<file path="src/design/memPkg.sv">
package memPkg;

	////////////////////
	// Address map and sizes
	////////////////////

	// I/O window, word addressed on the bus
	localparam logic [31:0] ioRangeBase = 32'h0000_7F00;
	localparam logic [31:0] ioRangeTop = 32'h0000_7F1F;

	localparam int dmWords = 1024;
	localparam int dmAddrBits = $clog2(dmWords);

	localparam logic [31:0] resetPc = 32'h0000_3000;

	////////////////////
	// Encodings
	////////////////////

	typedef enum logic [3:0] {
		opNone,
		opLw,
		opLh,
		opLhu,
		opLb,
		opLbu,
		opSw,
		opSh,
		opSb,
		opAlu
	} memOp;

	typedef enum logic [2:0] {
		extWord,
		extHalfSigned,
		extHalfZero,
		extByteSigned,
		extByteZero
	} extOp;

	// MIPS cause codes
	typedef enum logic [4:0] {
		excNone = 5'd0,
		excAdEL = 5'd4,
		excAdES = 5'd5
	} excCode;

	////////////////////
	// Stage payloads
	////////////////////

	typedef struct packed {
		logic valid;
		memOp op;
		logic [31:0] aluOut;
		logic [31:0] storeData;
		logic [31:0] pc;
		logic [4:0] destReg;
		logic [2:0] tnew;
	} exToMemT;

	typedef struct packed {
		logic valid;
		logic [4:0] destReg;
		logic [31:0] pc;
		logic [31:0] aluOut;
		logic [31:0] readData;
		extOp ext;
		logic isLoad;
		logic [1:0] byteOff;
		logic [2:0] tnew;
		excCode exc;
	} memToWbT;

	typedef struct packed {
		logic [4:0] destReg;
		logic [2:0] tnew;
	} hazardT;

	typedef struct packed {
		logic write;
		logic [29:0] wordAddr;
		logic [31:0] wdata;
		logic [3:0] byteEn;
	} ioReqT;

	// Writeback register contents for an empty slot
	localparam memToWbT wbBubble = '{
		valid: 1'b0,
		destReg: 5'd0,
		pc: resetPc,
		aluOut: 32'd0,
		readData: 32'd0,
		ext: extWord,
		isLoad: 1'b0,
		byteOff: 2'd0,
		tnew: 3'd0,
		exc: excNone
	};

endpackage

</file>
<file path="src/design/loadAlign.sv">
`timescale 1ns/1ps

module loadAlign (
	input memPkg::memToWbT wbIn,
	output logic [31:0] value
);
	import memPkg::*;

	logic [31:0] shifted;

	// Addressed byte or halfword moved down to bit 0
	assign shifted = wbIn.readData >> {wbIn.byteOff, 3'b000};

	always_comb
	begin
		if (!wbIn.isLoad)
			value = wbIn.aluOut;
		else
		begin
			case (wbIn.ext)
				extWord:
					value = wbIn.readData;
				extHalfSigned:
					value = {{16{shifted[15]}}, shifted[15:0]};
				extHalfZero:
					value = {16'd0, shifted[15:0]};
				extByteSigned:
					value = {{24{shifted[7]}}, shifted[7:0]};
				extByteZero:
					value = {24'd0, shifted[7:0]};
				default:
					value = wbIn.readData;
			endcase
		end
	end

endmodule

</file>
<file path="config.mk">
export PLATFORM = sky130hd
export DESIGN_NAME = loadAlign
export DESIGN_NICKNAME = d
export VERILOG_FILES = /design/src/design/memPkg.sv /design/src/design/loadAlign.sv
export SDC_FILE = /design/constraint.sdc
export NUM_CORES = 1
export LEC_CHECK = 0
export BUFFER_PORTS_ARGS = -buffer_cell sky130_fd_sc_hd__buf_2
export CORE_AREA = 2 2 58 60
export DETAILED_ROUTE_END_ITERATION = 10
export DIE_AREA = 0 0 60 62
export GPL_ROUTABILITY_DRIVEN = 1
export PLACE_DENSITY = 0.87
export SLEW_MARGIN = 15
export SYNTH_ARGS = -nofsm -noshare
export SYNTH_HDL_FRONTEND = slang
export SYNTH_SLANG_ARGS = --single-unit
</file>
<file path="constraint.sdc">
create_clock -name vclk -period 3.2
set_input_delay 0.16 -clock vclk [all_inputs]
set_output_delay 0.16 -clock vclk [all_outputs]
set_load 0.02 [all_outputs]
</file>
==> impl_metrics.yaml, run 1 <==
routing:
  initialDrtViolationCount: 134
  ant_nets: 0
  wl_um: 4085
  viasPerCell: 5.282
  vias: 1553
  dr.pass1.iters: 4
  wl_per_cell_um: 13.89
  drcViolationCount: 0
synthesis:
  syn_area_um2: 1001
  synth.avg_cell_area_um2: 6.416
  synth_warnings: 0
  synth_top_area_cell: "a211o_1"
  synth.distinct_cells: 32
  syn_inst: 156
  postSynthNetCount: 272
  ys_seq_area_frac: 0
  synth_area_leaders: "a211o_1 (14%), nor2_1 (10%), and3_1 (10%)"
  synth_top_area_share: 0.1400
die:
  start_util: 0.3148
  die_width_um: 60
  die_area_um2: 3720
  rows: 21
  die_h_um: 62
  ios: 148
  coreArea_um2: 3179
sta:
  fmax_mhz: 456.5
  period_needed_ns: 2.190
  finalSetupTns_ns: 0
  rsz0062_at_grt: "false"
  slew_headroom: 0.5083
  final-hold-violation-count: 0
  tightest_slew_ns: 0.7375
  fin_hold_ws_ns: 0.6431
  slew_viol_final: 0
  setup_viol: 0
  finalCritPeriodShare: 0.6845
finish:
  nClkBuffers: 0
  stdcell_count: 294
  regArea_um2: 0
  nets: 366
  drive_gt1_frac: 0.4435
  synthToLayoutAreaGrowth_pct: 52.37
  antennaDiodeCount: 0
  design.seq.count: 0
global_routing:
  grt_pass1_wl_um: 5740
  antenna_found_initial: 0
  grt-ovfl-total: 0
  grt.total_usage: 0.1954
  grt_max_degree: 37
  grt_pass1_vias: 1294
cts:
  hold_buffers: 0
  cts_resized: 0
  cts_setup_buffers: 0
setup_path:
  cp_max_fo: 16
  cp_num_buf_inv: 2
  max_stage_delay_ns: 0.58
  setup.worst_path.start: "wbIn[9]"
  timing.critical_path.mode_cell: "buf_2"
  cpMaxStageDelayCell: "a211oi_1"
  end_kind: "primary output"
  crit_cells: 6
  cp_cell_sequence: "buf_2 > mux2i_4 > o22ai_1 > a211oi_1 > a221oi_1 > buf_2"
  required_ns: 3.04
  cp_data_arrival_time_ns: 2.03
  critical_path_class: "in -> out"
  worstSetupEndpoint: "value[13]"
  critPathTopFamily: "compound AO/OA/AOI/OAI gates"
  startpoint_type: "input pin"
flow_run:
  maxCapViolations: 0
place:
  dp_hpwl_um: 3132
  gp_congestion: 0.8247
  port_buffers: 102
  post-place-cells: 294
worst_hold_path:
  holdCritPathClass: "in -> out"
power_and_ir_drop:
  p_leak_nw: 0.9124
  ir_drop_mv: 0.06461
  p_per_area_nw_per_um2: 190.3
outcome:
  status: "complete, no violations"
==> routing by layer <==
metal	global-route usage	part of all wire
met5	0	0
met4	0.006349	0
met3	0.01035	0.080
met2	0.3835	0.51
met1	0.2463	0.41
==> cells in the mapped netlist <==
master     number
nor2_1         27
a211o_1        16
and3_1         16
o21ai_0        11
a221oi_1       10
clkbuf_1        8
inv_1           8
mux2i_1         8
nand2_1         8
a21oi_1         6
a22oi_1         4
and2_1          4
nor2b_1         4
o2bb2ai_1       3
a221o_1         2
buf_2           2
buf_6           2
or2_2           2
xnor2_1         2
a211oi_1        1
a22o_1          1
a2bb2oi_1       1
buf_1           1
mux2i_4         1
nand2b_1        1
nand3b_1        1
nor3_1          1
nor4b_1         1
o22ai_1         1
o22ai_2         1
o311a_4         1
xor2_1          1
==> area by class of cell <==
class / count / area (um^2)
fillers: 344 / 1654
multi-input cells: 135 / 904.6
repair buffers: 105 / 533.0
well taps: 46 / 57.56
inverters: 8 / 30.03
==> layout by cell type, fill, tap and decap left out <==
cell,n
and2_1,4
a21oi_1,6
o21ai_0,11
nor3_1,1
o2bb2ai_1,3
buf_4,3
a2bb2oi_1,1
mux2i_4,1
inv_1,8
nand2b_1,1
buf_2,102
a221oi_1,10
o22ai_1,1
o311a_4,1
nand2_1,8
a22oi_1,4
xnor2_1,2
o22ai_2,1
nor4b_1,1
mux2i_1,8
or2_2,2
a22o_1,1
nor2_1,27
and3_1,16
nor2b_1,4
a211o_1,16
nand3b_1,1
a221o_1,2
a211oi_1,1
xor2_1,1
==> through the flow <==
stage / worst slack, ns / cell area, um^2 / utilization / total power [mW]
2_1_floorplan: 1.519 / 1001 / - / 0.1802
3_3_place_gp: 1.027 / 1525 / 0.4797 / 0.2861
3_5_place_dp: 1.012 / 1525 / 0.4797 / 0.2902
4_1_cts: 0.9986 / 1525 / 0.4797 / 0.2914
5_1_grt: 0.8556 / 1525 / 0.4797 / 0.3170
6_report: 1.010 / 1525 / 0.4797 / 0.2902
==> worst min path at each step <==
stage	to	from	depth (start not counted)	slack (ns)
final	value[22]	wbIn[68]	3	0.64
after global routing	value[24]	wbIn[70]	3	0.65
after CTS	value[22]	wbIn[68]	3	0.65
after detailed placement	value[22]	wbIn[68]	3	0.64
after global placement	value[30]	wbIn[76]	3	0.64
after floorplan	value[12]	wbIn[58]	2	0.49
==> report_power, final <==
group	internal (mW)	leakage [nW]	switching (mW)	total [mW]
Combinational	0.121	0.912	0.169	0.290
Clock	0	0	0	0
Sequential	0	0	0	0
==> logic make-up after synthesis <==
kind of cell | share of synthesized area
multiplexers | 0.1025
AO/OA/AOI/OAI | 0.4538
XOR/XNOR | 0.02625
buffers and inverters | 0.09625
AND/OR/NAND/NOR | 0.3213
No activity file was read; power rests on OpenSTA's default activity.
==> run 2: changes to the inputs <==
ABC_AREA = 1   (was unset)
CORE_AREA = unset   (was 2 2 58 60)
CORE_UTILIZATION = 39   (was unset)
DIE_AREA = unset   (was 0 0 60 62)
PLACE_DENSITY = 0.86   (was 0.87)
clock period = 2.16 ns   (was 3.2 ns; I/O delays follow)
==> run 2 against run 1 <==
Die area up 12%; critical path depth up 2; clock-buffer cell count unchanged; synthesized cell count up 110%; highest routed layer unchanged; combinational power up 78%; sequential share of layout area unchanged; non-clock buffer count down 1.
==> impl_metrics.yaml, run 2 <==
synthesis:
  ys_seq_area_frac: 0
  synth_top_area_cell: "nand2_1"
  synth.distinct_cells: 21
  yosysMostFrequentCell: "nand2_1"
  syn_inst: 334
  synth_area_leaders: "nand2_1 (39%), nor2_1 (11%), inv_1 (9.9%)"
  syn_area_um2: 1521
  synth_top_area_share: 0.3923
  synth.avg_cell_area_um2: 4.555
  ys_top_cells_by_count: "nand2_1 (159), nor2_1 (43), inv_1 (40)"
  synth_warnings: 0
  postSynthNetCount: 450
global_routing:
  antenna_found_initial: 0
  grt_max_degree: 35
  grt_pass1_vias: 1984
  grt-ovfl-total: 0
  grt_pass1_wl_um: 7562
  grt.total_usage: 0.2142
routing:
  vias: 2215
  dr.pass1.iters: 4
  ant_nets: 0
  wl_per_cell_um: 9.354
  wl_um: 4387
  viasPerCell: 4.723
  drcViolationCount: 0
  initialDrtViolationCount: 100
setup_path:
  setup.worst_path.start: "wbIn[8]"
  critical_path_class: "in -> out"
  startpoint_type: "input pin"
  cp_cell_sequence: "buf_2 > nand2_1 > nand3_2 > nand3b_4 > nand2_4 > nor2_1 > nor2_1 > buf_2"
  cp_max_fo: 26
  required_ns: 2.05
  end_kind: "primary output"
  max_stage_delay_ns: 0.42
  cp_data_arrival_time_ns: 1.51
  cpMaxStageDelayCell: "buf_2"
  worstSetupEndpoint: "value[20]"
power_and_ir_drop:
  p_leak_nw: 1.340
  p_per_area_nw_per_um2: 259.1
  ir_drop_mv: 0.1330
finish:
  multi_input_area_um2: 1236
  regArea_um2: 0
  design.seq.count: 0
  fillers: 422
  drive_gt1_frac: 0.3325
  antennaDiodeCount: 0
  stdcell_count: 469
  nets: 539
  synthToLayoutAreaGrowth_pct: 30.51
  layout_common_cells: "nand2_1 (159), buf_2 (102), nor2_1 (43)"
  nClkBuffers: 0
  final_common_cell: "nand2_1"
  final_area_um2: 1986
sta:
  finalSetupTns_ns: 0
  setup_viol: 0
  fin_hold_ws_ns: 0.5266
  tightest_slew_ns: 0.5149
  rsz0062_at_grt: "false"
  slew_viol_final: 0
  period_needed_ns: 1.620
  slew_headroom: 0.6567
  finalCritPeriodShare: 0.7501
  final-hold-violation-count: 0
  fmax_mhz: 617.2
worst_hold_path:
  hp-start: "wbIn[47]"
  holdCritPathClass: "in -> out"
cts:
  cts_resized: 0
  hold_buffers: 0
  cts_setup_buffers: 0
place:
  placed_area_um2: 1986
  port_buffers: 102
  post-place-cells: 469
  gp_congestion: 0.8796
  dp_hpwl_um: 3477
die:
  die_width_um: 64.46
  coreArea_um2: 3689
  die_h_um: 64.46
  ios: 148
  rows: 22
  start_util: 0.4125
  die_area_um2: 4155
outcome:
  status: "complete, no violations"
flow_run:
  maxCapViolations: 0
==> run 2: cell type report <==
cell class | count | area share
multi-input cells | 274 | 0.6226
repair buffers | 104 | 0.2647
inverters | 43 | 0.08255
well taps | 48 | 0.03025
==> run 2: logic make-up (layout without fill, tap and decap cells) <==
| logic type | count (synthesis) | count (layout) | synth area share |
|---|---|---|---|
| AO/OA/AOI/OAI | 10 | 10 | 0.03948 |
| AND/OR/NAND/NOR | 264 | 264 | 0.7730 |
| buffers and inverters | 60 | 147 | 0.1875 |
==> run 2: how the worst min path moves through the flow <==
stage | to | slack, ns | depth (start not counted)
2_1_floorplan | value[12] | 0.39 | 2
3_3_place_gp | value[0] | 0.53 | 4
3_5_place_dp | value[4] | 0.53 | 4
4_1_cts | value[4] | 0.53 | 4
5_1_grt | value[2] | 0.55 | 4
6_report | value[1] | 0.53 | 4
==> run 2: stage by stage <==
stage	util	setup slack (ns)	total power [mW]
global route	0.5383	0.3622	0.5788
floorplan	-	1.000	0.3685
CTS	0.5383	0.5303	0.5183
detailed placement	0.5383	0.5339	0.5168
global placement	0.5383	0.5838	0.5090
finish	0.5383	0.5397	0.5145
==> run 2: per-layer routing <==
layer  vias to the layer above  global-route usage  part of all wire
met5                         -                   0                 0
met2                        79              0.4316              0.51
met4                         0             0.03333                 0
li1                       1171                   -                 -
met1                       965              0.2500              0.42
met3                         0            0.005282             0.071
==> run 2: worst max-delay path: cells and delay by family <==
family,cells,cell delay [ns]
buffers and inverters,2,0.59
AND/OR/NAND/NOR,6,0.80
==> run 2: power breakdown <==
group | internal, mW | total (mW) | switching [mW]
registers | 0 | 0 | 0
clock network | 0 | 0 | 0
logic | 0.189 | 0.515 | 0.326
==> run 3: changes to the inputs <==
clock period = 1.6 ns   (was 2.16 ns; I/O delays follow)
==> run 3 against run 2 <==
Sequential share of layout area stayed put; critical endpoint unchanged; critical path depth rose by 2; sequential cell count is the same; non-clock buffer count increased by 2; critical path type unchanged.
==> impl_metrics.yaml, run 3 (same netlist as run 2, synthesis figures left out) <==
setup_path:
  critical_path_class: "in -> out"
  end_kind: "primary output"
  required_ns: 1.52
  cp_data_arrival_time_ns: 1.32
  startpoint_type: "input pin"
  cp_max_fo: 34
power_and_ir_drop:
  ir_drop_mv: 0.1680
  p_per_area_nw_per_um2: 351.5
  p_leak_nw: 1.350
sta:
  finalCritPeriodShare: 0.8774
  final-hold-violation-count: 0
  rsz0062_at_grt: "false"
  setup_viol: 0
  finalSetupTns_ns: 0
  slew_headroom: 0.6756
  slew_viol_final: 0
  fmax_mhz: 712.3
  tightest_slew_ns: 0.4861
  period_needed_ns: 1.404
finish:
  final_util: 0.5424
  layout_common_cells: "nand2_1 (159), buf_2 (102), nor2_1 (43)"
  antennaDiodeCount: 0
  regArea_um2: 0
  synthToLayoutAreaGrowth_pct: 31.50
  nets: 541
  final_common_cell: "nand2_1"
  drive_gt1_frac: 0.3357
  nClkBuffers: 0
  design.seq.count: 0
global_routing:
  grt_pass1_wl_um: 7914
  grt_max_degree: 35
  grt_pass1_vias: 1969
  grt.total_usage: 0.2246
  antenna_found_initial: 0
  grt-ovfl-total: 0
routing:
  ant_nets: 0
  dr.pass1.iters: 4
  wl_um: 4593
  initialDrtViolationCount: 127
  vias: 2210
  wl_per_cell_um: 9.752
  drcViolationCount: 0
  viasPerCell: 4.692
place:
  dp_hpwl_um: 3655
  port_buffers: 102
  gp_congestion: 0.8847
cts:
  cts_resized: 0
  hold_buffers: 0
  cts_setup_buffers: 0
flow_run:
  maxCapViolations: 0
worst_hold_path:
  holdCritPathClass: "in -> out"
die:
  die_width_um: 64.46
  ios: 148
  die_h_um: 64.46
  die_area_um2: 4155
  rows: 22
  start_util: 0.4125
  coreArea_um2: 3689
outcome:
  status: "complete, no violations"
[run 3: critical path, stage by stage]
cell and delay (ns):
buf_2 0.12, inv_1 0.05, nand3_2 0.09, nand2_4 0.12, nor2_8 0.38, nand2_1 0.10
nand2_1 0.08, nor2_1 0.04, nor2_1 0.10, buf_2 0.17
[run 3: routing by layer]
metal  track usage  wire [um]
met3       0.01056        280
met4       0.01111         21
met1        0.2668       1941
met5             0          0
met2        0.4539       2349
[run 3: cell type report]
class / instances / area [um^2]
well taps: 48 / 60.06
inverters: 43 / 163.9
fillers: 431 / 1688
multi-input cells: 274 / 1236
repair buffers: 106 / 540.5
[run 3: metrics by stage]
stage / total power, mW / hold slack [ns] / instance area (um^2) / setup WS [ns] / cells
after CTS: 0.7069 / 0.4751 / 2001 / 0.1782 / 471
after global routing: 0.7922 / 0.4880 / 2001 / 0.05073 / 471
after floorplan: 0.4975 / 0.3312 / 1521 / 0.4965 / 334
final: 0.7032 / 0.4715 / 2001 / 0.1962 / 471
after detailed placement: 0.7048 / 0.4727 / 2001 / 0.1832 / 471
after global placement: 0.6918 / 0.4713 / 2001 / 0.2418 / 471
[run 3: path summary, 6_finish.rpt]
kind	startpoint	end	slack [ns]	cells after the start
worst min-delay path	wbIn[47]	value[1]	0.47	4
worst max-delay path	wbIn[12]	value[20]	0.20	10
[run 3: power breakdown]
group	leakage [nW]	switching, mW	internal [mW]
combinational	1.35	0.445	0.259
clock	0	0	0
sequential	0	0	0
