--- src/design/memPkg.sv ---
package memPkg;

	////////////////////
	// Address map and sizes
	////////////////////

	// I/O window, word addressed on the bus
	localparam logic [31:0] ioRangeBase = 32'h0000_7F00;
	localparam logic [31:0] ioRangeTop = 32'h0000_7F1F;

	localparam int dmWords = 1024;
	localparam int dmAddrBits = $clog2(dmWords);

	localparam logic [31:0] resetPc = 32'h0000_3000;

	////////////////////
	// Encodings
	////////////////////

	typedef enum logic [3:0] {
		opNone,
		opLw,
		opLh,
		opLhu,
		opLb,
		opLbu,
		opSw,
		opSh,
		opSb,
		opAlu
	} memOp;

	typedef enum logic [2:0] {
		extWord,
		extHalfSigned,
		extHalfZero,
		extByteSigned,
		extByteZero
	} extOp;

	// MIPS cause codes
	typedef enum logic [4:0] {
		excNone = 5'd0,
		excAdEL = 5'd4,
		excAdES = 5'd5
	} excCode;

	////////////////////
	// Stage payloads
	////////////////////

	typedef struct packed {
		logic valid;
		memOp op;
		logic [31:0] aluOut;
		logic [31:0] storeData;
		logic [31:0] pc;
		logic [4:0] destReg;
		logic [2:0] tnew;
	} exToMemT;

	typedef struct packed {
		logic valid;
		logic [4:0] destReg;
		logic [31:0] pc;
		logic [31:0] aluOut;
		logic [31:0] readData;
		extOp ext;
		logic isLoad;
		logic [1:0] byteOff;
		logic [2:0] tnew;
		excCode exc;
	} memToWbT;

	typedef struct packed {
		logic [4:0] destReg;
		logic [2:0] tnew;
	} hazardT;

	typedef struct packed {
		logic write;
		logic [29:0] wordAddr;
		logic [31:0] wdata;
		logic [3:0] byteEn;
	} ioReqT;

	// Writeback register contents for an empty slot
	localparam memToWbT wbBubble = '{
		valid: 1'b0,
		destReg: 5'd0,
		pc: resetPc,
		aluOut: 32'd0,
		readData: 32'd0,
		ext: extWord,
		isLoad: 1'b0,
		byteOff: 2'd0,
		tnew: 3'd0,
		exc: excNone
	};

endpackage

--- src/design/ioRequester.sv ---
`timescale 1ns/1ps

module ioRequester (
	input logic clk,
	input logic reset,
	input logic start,
	input memPkg::ioReqT cmd,
	output logic busy,
	output logic done,
	output logic [31:0] rdata,
	output logic ioReq,
	input logic ioAck,
	output logic ioWrite,
	output logic [29:0] ioAddr,
	output logic [31:0] ioWData,
	output logic [3:0] ioByteEn,
	input logic [31:0] ioRData
);
	import memPkg::*;

	typedef enum logic [1:0] {
		stIdle,
		stRequest,
		stRelease,
		stFinish
	} ioState;

	ioState state;
	ioReqT cmdQ;

	////////////////////
	// Handshake FSM
	////////////////////

	always_ff @(posedge clk)
	begin
		if (reset)
		begin
			state <= stIdle;
			ioReq <= 1'b0;
		end
		else
		begin
			case (state)
				stIdle:
				begin
					if (start)
					begin
						ioReq <= 1'b1;
						state <= stRequest;
					end
				end
				stRequest:
				begin
					// Device has answered, drop the request
					if (ioAck)
					begin
						ioReq <= 1'b0;
						state <= stRelease;
					end
				end
				stRelease:
				begin
					if (!ioAck)
						state <= stFinish;
				end
				default:
					state <= stIdle;
			endcase
		end
	end

	// Command held for the whole transfer, read data taken at ack
	always_ff @(posedge clk)
	begin
		if (state == stIdle && start)
			cmdQ <= cmd;
		if (state == stRequest && ioAck)
			rdata <= ioRData;
	end

	assign busy = state != stIdle;
	assign done = state == stFinish;

	assign ioWrite = cmdQ.write;
	assign ioAddr = cmdQ.wordAddr;
	assign ioWData = cmdQ.wdata;
	assign ioByteEn = cmdQ.byteEn;

endmodule

--- config.mk ---
export PLATFORM = sky130hd
export DESIGN_NAME = ioRequester
export DESIGN_NICKNAME = d
export VERILOG_FILES = /design/src/design/memPkg.sv /design/src/design/ioRequester.sv
export SDC_FILE = /design/constraint.sdc
export NUM_CORES = 1
export LEC_CHECK = 0
export BUFFER_PORTS_ARGS = -buffer_cell sky130_fd_sc_hd__buf_2
export CELL_PAD_IN_SITES_DETAIL_PLACEMENT = 1
export CELL_PAD_IN_SITES_GLOBAL_PLACEMENT = 1
export CORE_MARGIN = 3
export CORE_UTILIZATION = 36
export DETAILED_ROUTE_END_ITERATION = 8
export PLACE_DENSITY_LB_ADDON = 0.25
export SYNTH_ARGS = -nofsm -noshare
export SYNTH_HDL_FRONTEND = slang
export SYNTH_SLANG_ARGS = --single-unit
--- constraint.sdc ---
create_clock -name clk -period 7.1 [get_ports clk]
set_clock_uncertainty 0.05 [all_clocks]
set_input_delay 2.13 -clock clk [delete_from_list [all_inputs] [get_ports clk]]
set_output_delay 2.13 -clock clk [all_outputs]
set_load 0.005 [all_outputs]
==> PnR_summary.wiki, run 1 <==
{| class="wikitable"
! Metric !! Value
|-
| Result of the run || finished clean
|-
| Iter 0 DRT Violations || 54
|-
| Layout Nets || 454
|-
| Placer's final routability congestion estimate || 0.7515
|-
| Cell taking the most area after synthesis || sky130_fd_sc_hd__edfxtp_1
|-
| Number of buffers created by CTS || 9
|-
| Total number of yosys warnings || 0
|-
| Part of the total power dissipated in sequential elements || 55.6%
|-
| Number of fill cells in the layout || 885
|-
| Flip-flop and latch count after synthesis || 102
|-
| Final worst slack || 3.614 ns
|-
| Worst reg-to-reg setup slack || 5.13 ns
|-
| Antenna diodes || 0
|-
| Clock root buffer || sky130_fd_sc_hd__clkbuf_8
|-
| Clock net sink count || 102
|-
| RSZ-0062 raised after global routing || false
|-
| Worst setup slack after placement || 3.604 ns
|-
| Routed wire per std cell || 17.91 um
|-
| Cells after synthesis || 128
|-
| Endpoint class of the critical path || primary output
|-
| Yosys top cell area share || 91.24%
|-
| Clock-pin transition on the worst setup and hold timing paths || 0.10 ns
|-
| Total wirelength of the detailed-routed design || 8184 um
|-
| Post-synthesis cell area || 3258 um^2
|-
| Resize count post-CTS || 0
|-
| Die outline area || 10,230 um^2
|-
| Combinational power share || 19.4%
|-
| Net switching power || 0.4177 mW
|-
| Final period utilization || 49.10%
|-
| IR Drop Worst-Case VDD || 167.4 uV
|-
| Critical Path Start Type || register
|-
| Sequential cell area fraction in the yosys report || 93.09%
|-
| Remaining design rule violation count || 0
|-
| Floorplan row count || 34
|-
| 1st-pass router iterations || 4
|-
| Max H-tree Level || 3
|-
| Leftover overflow at the end of global routing || 0
|-
| Count of vias placed by the detailed router || 1,995
|-
| Number of antenna violations at the first check in global routing || 0
|-
| Largest net degree at the start of global routing || 68
|-
| Tightest slew margin relative to the limit || 45.07%
|-
| Portion of total power attributed to the clock network || 24.9%
|-
| Layout overhead on the synthesized area || 42.32%
|-
| Type of the worst setup path || register to primary output
|-
| Sequential standard cell area || 3033 um^2
|-
| Post-DP HPWL || 6517 um
|-
| Worst hold path type || register to register
|-
| End of the worst hold path || ioReq$_SDFFE_PP0P_
|-
| Mean instance size in the synthesized netlist || 25.45 um^2
|-
| Global-route wire length before repair || 11,380 um
|-
| Internal Dissipation || 1.118 mW
|-
| Initial core utilization || 37.18%
|-
| Total power divided by cell area || 331.1 nW/um^2
|-
| Buffer count from post-CTS setup fixing || 0
|-
| Number of slew-limit violations in the final report || 0
|-
| Via count of the first global-routing pass || 2,077
|-
| Transition at the pin with the smallest max-transition slack || 0.8240 ns
|-
| Number of endpoints failing setup at the final stage || 0
|-
| Leakage power || 1.993 nW
|-
| Total area of multi-input combinational cells || 215.2 um^2
|-
| Netlist cell types || 17
|-
| Area contributors post-synth || sky130_fd_sc_hd__edfxtp_1, sky130_fd_sc_hd__ha_1, sky130_fd_sc_hd__dfxtp_1
|-
| Overall track demand over capacity in global routing || 15.33%
|-
| Worst R2R Start || state[0]$_SDFFE_PP0P_
|-
| Required time at the endpoint of the critical path || 4.92 ns
|-
| Worst-path maximum fanout || 5
|-
| Tmin final || 3.486 ns
|-
| Floorplan die height || 101.1 um
|-
| Clock insertion delay at the later pin of the skew report || 0.35 ns
|-
| Number of top-level pins || 205
|-
| Net count after synthesis || 238
|-
| Switching power as a share of total power || 27.21%
|-
| Hold Buf Count CTS || 0
|-
| Core Footprint || 8763 um^2
|-
| Start point of the worst hold path || ioReq$_SDFFE_PP0P_
|-
| Endpoint of the lowest-slack register-to-register path || ioByteEn[2]$_DFFE_PP_
|-
| FMAX || 0.2869 GHz
|-
| Drt via density || 4.365
|-
| Final count of hold timing violations || 0
|-
| Number of violations of the max-capacitance limit || 0
|-
| Routed Antenna Nets || 0
|-
| Number of instances on the worst hold path || 2
|-
| Layout cell share with drive strength beyond 1 || 64.47%
|-
| Cell depth of the worst flop-to-flop path || 4
|-
| Worst Hold Margin || 0.4386 ns
|-
| Count of port buffers added during placement || 204
|-
| Arrival time reported for the critical path endpoint || 1.31 ns
|-
| Setup TNS || 0 ns
|-
| Die span in x || 101.1 um
|-
| Buffer depth of the longest clock path || 2
|-
| TritonCTS clock tree || built
|}
## metal layers
metal	part of all wire, %	vias up	global-route usage [%]
li1	-	927	-
met1	37	909	17.69
met2	48	151	25.35
met3	14	8	7.507
met4	0.95	0	4.601
met5	0	-	0
## synthesized netlist by cell type (all sizes together)
| library cell | n |
|---|---|
| nor3 | 1 |
| mux2i | 2 |
| mux2 | 1 |
| or3 | 1 |
| a211oi | 1 |
| dfxtp | 3 |
| edfxtp | 99 |
| inv | 3 |
| nand2b | 2 |
| nor2 | 2 |
| nor2b | 2 |
| and2 | 2 |
| a21oi | 1 |
| o21ai | 1 |
| ha | 7 |
## power by group through the flow
| stage | clock network (mW) | registers [mW] | logic [mW] |
|---|---|---|---|
| final | 0.383 | 0.854 | 0.299 |
| after CTS | 0.394 | 0.856 | 0.309 |
| after detailed placement | 0 | 0.869 | 0.308 |
| after floorplan | 0 | 0.887 | 0.108 |
| after global routing | 0.419 | 0.866 | 0.335 |
| after global placement | 0 | 0.862 | 0.303 |
## worst max-delay path: stages, from the launching register on
cell and delay, ns:
sky130_fd_sc_hd__dfxtp_1 0.43, sky130_fd_sc_hd__inv_1 0.12, sky130_fd_sc_hd__ha_1 0.25, sky130_fd_sc_hd__inv_1 0.06
sky130_fd_sc_hd__buf_2 0.10
## state kept, by name, summed over array words and instances, names as in the netlist
name      count
ioAddr       30
ioByteEn      4
ioReq         1
ioWrite       1
state         2
ioWData      32
rdata        32
## layout make-up
type / instances / area share (%)
Multi-Input combinational cell: 23 / 4.641
Tap cell: 108 / 2.914
Timing Repair Buffer: 205 / 22.18
Inverter: 3 / 0.2428
Clock buffer: 9 / 2.671
Clock inverter: 7 / 1.943
Sequential cell: 102 / 65.41
## stage by stage
stage / power [mW] / area (um^2) / utilization, % / std cells
after floorplan: 0.9944 / 3258 / - / 128
after global placement: 1.165 / 4423 / 50.47 / 441
after detailed placement: 1.177 / 4423 / 50.47 / 441
after CTS: 1.559 / 4637 / 52.91 / 457
after global routing: 1.620 / 4637 / 52.91 / 457
final: 1.535 / 4637 / 52.91 / 457
## cell usage in the layout (no fill, tap or decap), drive strengths merged
master | netlist | routed
ha | 7 | 7
mux2i | 2 | 2
a211oi | 1 | 1
clkbuf | 0 | 9
nor3 | 1 | 1
and2 | 2 | 2
buf | 0 | 205
dfxtp | 3 | 3
clkinv | 0 | 3
inv | 3 | 6
edfxtp | 99 | 99
nor2b | 2 | 2
nor2 | 2 | 2
a21oi | 1 | 1
mux2 | 1 | 1
or3 | 1 | 1
bufinv | 0 | 1
o21ai | 1 | 1
nand2b | 2 | 2
## cell families (layout without fill, tap and decap cells)
group,count (synthesis),count (layout),synth area share (%)
flops,102,102,93.09
simple gates,10,10,1.997
fa+ha+maj,7,7,2.688
compound gates,3,3,0.9214
mux,3,3,0.9601
buf+inv,3,224,0.3456
## worst max path at each step
stage,end,slack [ns],from
2_1_floorplan,ioAddr[0]$_DFFE_PP_,2.91,start
3_3_place_gp,ioAddr[20]$_DFFE_PP_,3.64,start
3_5_place_dp,ioAddr[29]$_DFFE_PP_,3.60,start
4_1_cts,busy,3.58,state[0]$_SDFFE_PP0P_
5_1_grt,busy,3.48,state[0]$_SDFFE_PP0P_
6_report,busy,3.61,state[0]$_SDFFE_PP0P_
(Power assumes the default switching activity.)
==> run 2, diff against run 1 <==
--- a/config.mk
+++ b/config.mk
@@ -5,11 +5,12 @@
 export SDC_FILE = /design/constraint.sdc
 export NUM_CORES = 1
 export LEC_CHECK = 0
+export ABC_AREA = 1
 export BUFFER_PORTS_ARGS = -buffer_cell sky130_fd_sc_hd__buf_2
 export CELL_PAD_IN_SITES_DETAIL_PLACEMENT = 1
 export CELL_PAD_IN_SITES_GLOBAL_PLACEMENT = 1
 export CORE_MARGIN = 3
-export CORE_UTILIZATION = 36
+export CORE_UTILIZATION = 30
 export DETAILED_ROUTE_END_ITERATION = 8
 export PLACE_DENSITY_LB_ADDON = 0.25
 export SYNTH_ARGS = -nofsm -noshare
==> constraint.sdc (replaced) <==
create_clock -name clk -period 2.95 [get_ports clk]
set_clock_uncertainty 0.05 [all_clocks]
set_input_delay 0.885 -clock clk [delete_from_list [all_inputs] [get_ports clk]]
set_output_delay 0.885 -clock clk [all_outputs]
set_load 0.005 [all_outputs]
==> run 2 against run 1 <==
Via count increased by 3.6%. Die area is 19% higher. Combinational power up 140%. Design area up 0.76%. Clock power rose by 120%. Global-route usage down 3.0 points.
==> PnR_summary.wiki, run 2 <==
{| class="wikitable"
! Metric !! Value
|-
| Result of the run || finished clean
|-
| Placer's final routability congestion estimate || 0.7499
|-
| Via count of the first global-routing pass || 2,074
|-
| End of the worst hold path || ioReq$_SDFFE_PP0P_
|-
| Final period utilization || 75.89%
|-
| Count of port buffers added during placement || 204
|-
| Start point of the worst hold path || ioReq$_SDFFE_PP0P_
|-
| Overall track demand over capacity in global routing || 12.31%
|-
| Netlist cell types || 10
|-
| Antenna diodes || 0
|-
| Initial core utilization || 31.21%
|-
| Tmin final || 2.239 ns
|-
| Die outline area || 12,170 um^2
|-
| Global-route wire length before repair || 10,810 um
|-
| Share of the core filled with cells || 44.65%
|-
| Share of synthesized flip-flops with an asynchronous set or reset || 0%
|-
| Number of slew-limit violations in the final report || 0
|-
| Remaining design rule violation count || 0
|-
| Layout cell share with drive strength beyond 1 || 60.93%
|-
| Post-DP HPWL || 6487 um
|-
| Total wirelength of the detailed-routed design || 8087 um
|-
| Layout Nets || 471
|-
| Worst-path maximum fanout || 5
|-
| Layout overhead on the synthesized area || 43.07%
|-
| Top_reg_cell synth || sky130_fd_sc_hd__edfxtp_1
|-
| Die span in x || 110.3 um
|-
| Net count after synthesis || 254
|-
| Routed Antenna Nets || 0
|-
| Type of the worst setup path || register to primary output
|-
| Mean instance size in the synthesized netlist || 22.68 um^2
|-
| Required time at the endpoint of the critical path || 2.02 ns
|-
| Total number of yosys warnings || 0
|-
| TritonCTS clock tree || built
|-
| Most used standard cells in the synthesized netlist || sky130_fd_sc_hd__edfxtp_1, sky130_fd_sc_hd__nand2_1, sky130_fd_sc_hd__inv_1
|-
| Slowest stage cell on the critical path || sky130_fd_sc_hd__dfxtp_1
|-
| Clock insertion delay at the later pin of the skew report || 0.35 ns
|-
| Worst reg-to-reg setup slack || 1.35 ns
|-
| Endpoint class of the critical path || primary output
|-
| Cells along the critical path || inv_1 -> ha_1 -> inv_1 -> buf_2
|-
| Endpoint of the lowest-slack register-to-register path || ioAddr[2]$_DFFE_PP_
|-
| Setup TNS || 0 ns
|-
| Number of antenna violations at the first check in global routing || 0
|-
| Drt via density || 4.118
|-
| RSZ-0062 raised after global routing || false
|-
| Arrival time reported for the critical path endpoint || 1.30 ns
|-
| Critical Path Start Type || register
|-
| Area contributors post-synth || sky130_fd_sc_hd__edfxtp_1, sky130_fd_sc_hd__ha_1, sky130_fd_sc_hd__dfxtp_1
|-
| Worst path most repeated cell || sky130_fd_sc_hd__inv_1
|-
| Tightest slew margin relative to the limit || 74.08%
|-
| Overall power of the completed layout || 3.546 mW
|-
| Clock-pin transition on the worst setup and hold timing paths || 0.10 ns
|-
| Transition at the pin with the smallest max-transition slack || 0.3889 ns
|-
| Iter 0 DRT Violations || 62
|-
| Post-synthesis cell area || 3266 um^2
|-
| Most frequently used cell type in the post-synthesis netlist || sky130_fd_sc_hd__edfxtp_1
|-
| Total power divided by cell area || 759.0 nW/um^2
|-
| Cells after synthesis || 144
|-
| Floorplan row count || 37
|-
| Floorplan die height || 110.3 um
|-
| Sequential cell area fraction in the yosys report || 92.87%
|-
| Worst hold path type || register to register
|-
| Number of buffers created by CTS || 9
|-
| Number of instances on the worst hold path || 2
|-
| Cell depth of the worst flop-to-flop path || 5
|-
| Routed wire per std cell || 16.11 um
|-
| FMAX || 0.4467 GHz
|-
| Count of vias placed by the detailed router || 2,067
|-
| Final count of hold timing violations || 0
|-
| Hold Buf Count CTS || 0
|-
| Buffer depth of the longest clock path || 2
|-
| 1st-pass router iterations || 4
|-
| IR Drop Worst-Case VDD || 286.8 uV
|-
| Number of top-level pins || 205
|-
| Resize count post-CTS || 0
|-
| Core Footprint || 10,460 um^2
|-
| Cell taking the most area after synthesis || sky130_fd_sc_hd__edfxtp_1
|-
| Commonest cells after routing, fill and taps aside || sky130_fd_sc_hd__buf_2, sky130_fd_sc_hd__edfxtp_1, sky130_fd_sc_hd__nand2_1, sky130_fd_sc_hd__inv_1, sky130_fd_sc_hd__clkbuf_8
|-
| Number of flops mapped to enable cells by yosys || 99
|-
| Max H-tree Level || 3
|-
| Worst R2R Start || state[0]$_SDFFE_PP0P_
|-
| Number of violations of the max-capacitance limit || 0
|-
| Post-Layout Cell Count || 502
|-
| Flip-flop and latch count after synthesis || 102
|-
| Yosys top cell area share || 91.03%
|-
| Number of placed instances, taps included || 486
|-
| Clock net sink count || 102
|-
| Leading cell type in the layout, fill and taps excluded || sky130_fd_sc_hd__buf_2
|-
| Clock root buffer || sky130_fd_sc_hd__clkbuf_8
|-
| Buffer count from post-CTS setup fixing || 0
|-
| Largest net degree at the start of global routing || 68
|-
| Number of endpoints failing setup at the final stage || 0
|-
| Leakage power || 2.043 nW
|-
| Slowest cell delay on critical path || 0.42 ns
|-
| Leftover overflow at the end of global routing || 0
|}
## run 2: changes by cell type after synthesis, sizes merged, moves of 2 or more
cell and delta:
and2 -2, inv +8, mux2i -2, nand2 +13, nand2b -2, nand3 +3
nor2 +4, nor2b -2
## run 2: worst max-delay path by stage
stage                                from  slack, ns  depth (start not counted)                   to
finish              state[0]$_SDFFE_PP0P_       0.71                          4                 busy
global route        state[0]$_SDFFE_PP0P_       0.58                          4                 busy
CTS                 state[0]$_SDFFE_PP0P_       0.67                          4                 busy
detailed placement                  ioAck       1.05                          4  rdata[15]$_DFFE_PP_
global placement                    ioAck       1.08                          4  rdata[15]$_DFFE_PP_
floorplan                           start       0.25                          2  ioAddr[0]$_DFFE_PP_
## run 2: critical path, delay by kind of cell (launching register included)
family	cells	cell delay [ns]
buffers and inverters	3	0.28
adder cells (fa/ha/maj)	1	0.25
flip-flops	1	0.42
## run 2: per-stage QoR
stage               worst slack, ns  hold WS, ns  area [um^2]
detailed placement            1.051       0.4625         4484
global placement              1.078       0.4500         4484
floorplan                    0.2521       0.4255         3266
CTS                          0.6692       0.4900         4672
global route                 0.5812       0.5590         4672
finish                       0.7112       0.4969         4672
## run 2: area by class of cell
type	instances	area, um^2
Timing Repair Buffer	206	1049
Multi-Input combinational cell	31	191.4
Clock inverter	7	63.81
Sequential cell	102	3033
Tap cell	136	170.2
Fill cell	1136	5791
Inverter	11	41.29
Clock buffer	9	123.9
## run 2: routing by layer
metal  vias up  wire, um  share of wire (%)  global-route usage (%)
li1        966         -                  -                       -
met1       955      2890                 36                   13.05
met2       141      3976                 49                   21.84
met3         5      1165                 14                   6.581
met4         0        55               0.68                   2.375
met5         -         0                  0                       0
## run 2: power breakdown
part / total (mW) / internal [mW] / leakage, nW / switching, mW
Sequential: 2.01 / 1.93 / 0.951 / 0.0724
Combinational: 0.710 / 0.288 / 0.994 / 0.423
Clock: 0.830 / 0.331 / 0.0980 / 0.498
## run 2: logic make-up after synthesis
kind of cell             count (synthesis)  synth area share [%]
flip-flops                             102                 92.87
AND/OR/NAND/NOR                         22                 2.797
buffers and inverters                   11                 1.264
adder cells (fa/ha/maj)                  7                 2.682
AO/OA/AOI/OAI                            2                0.3831
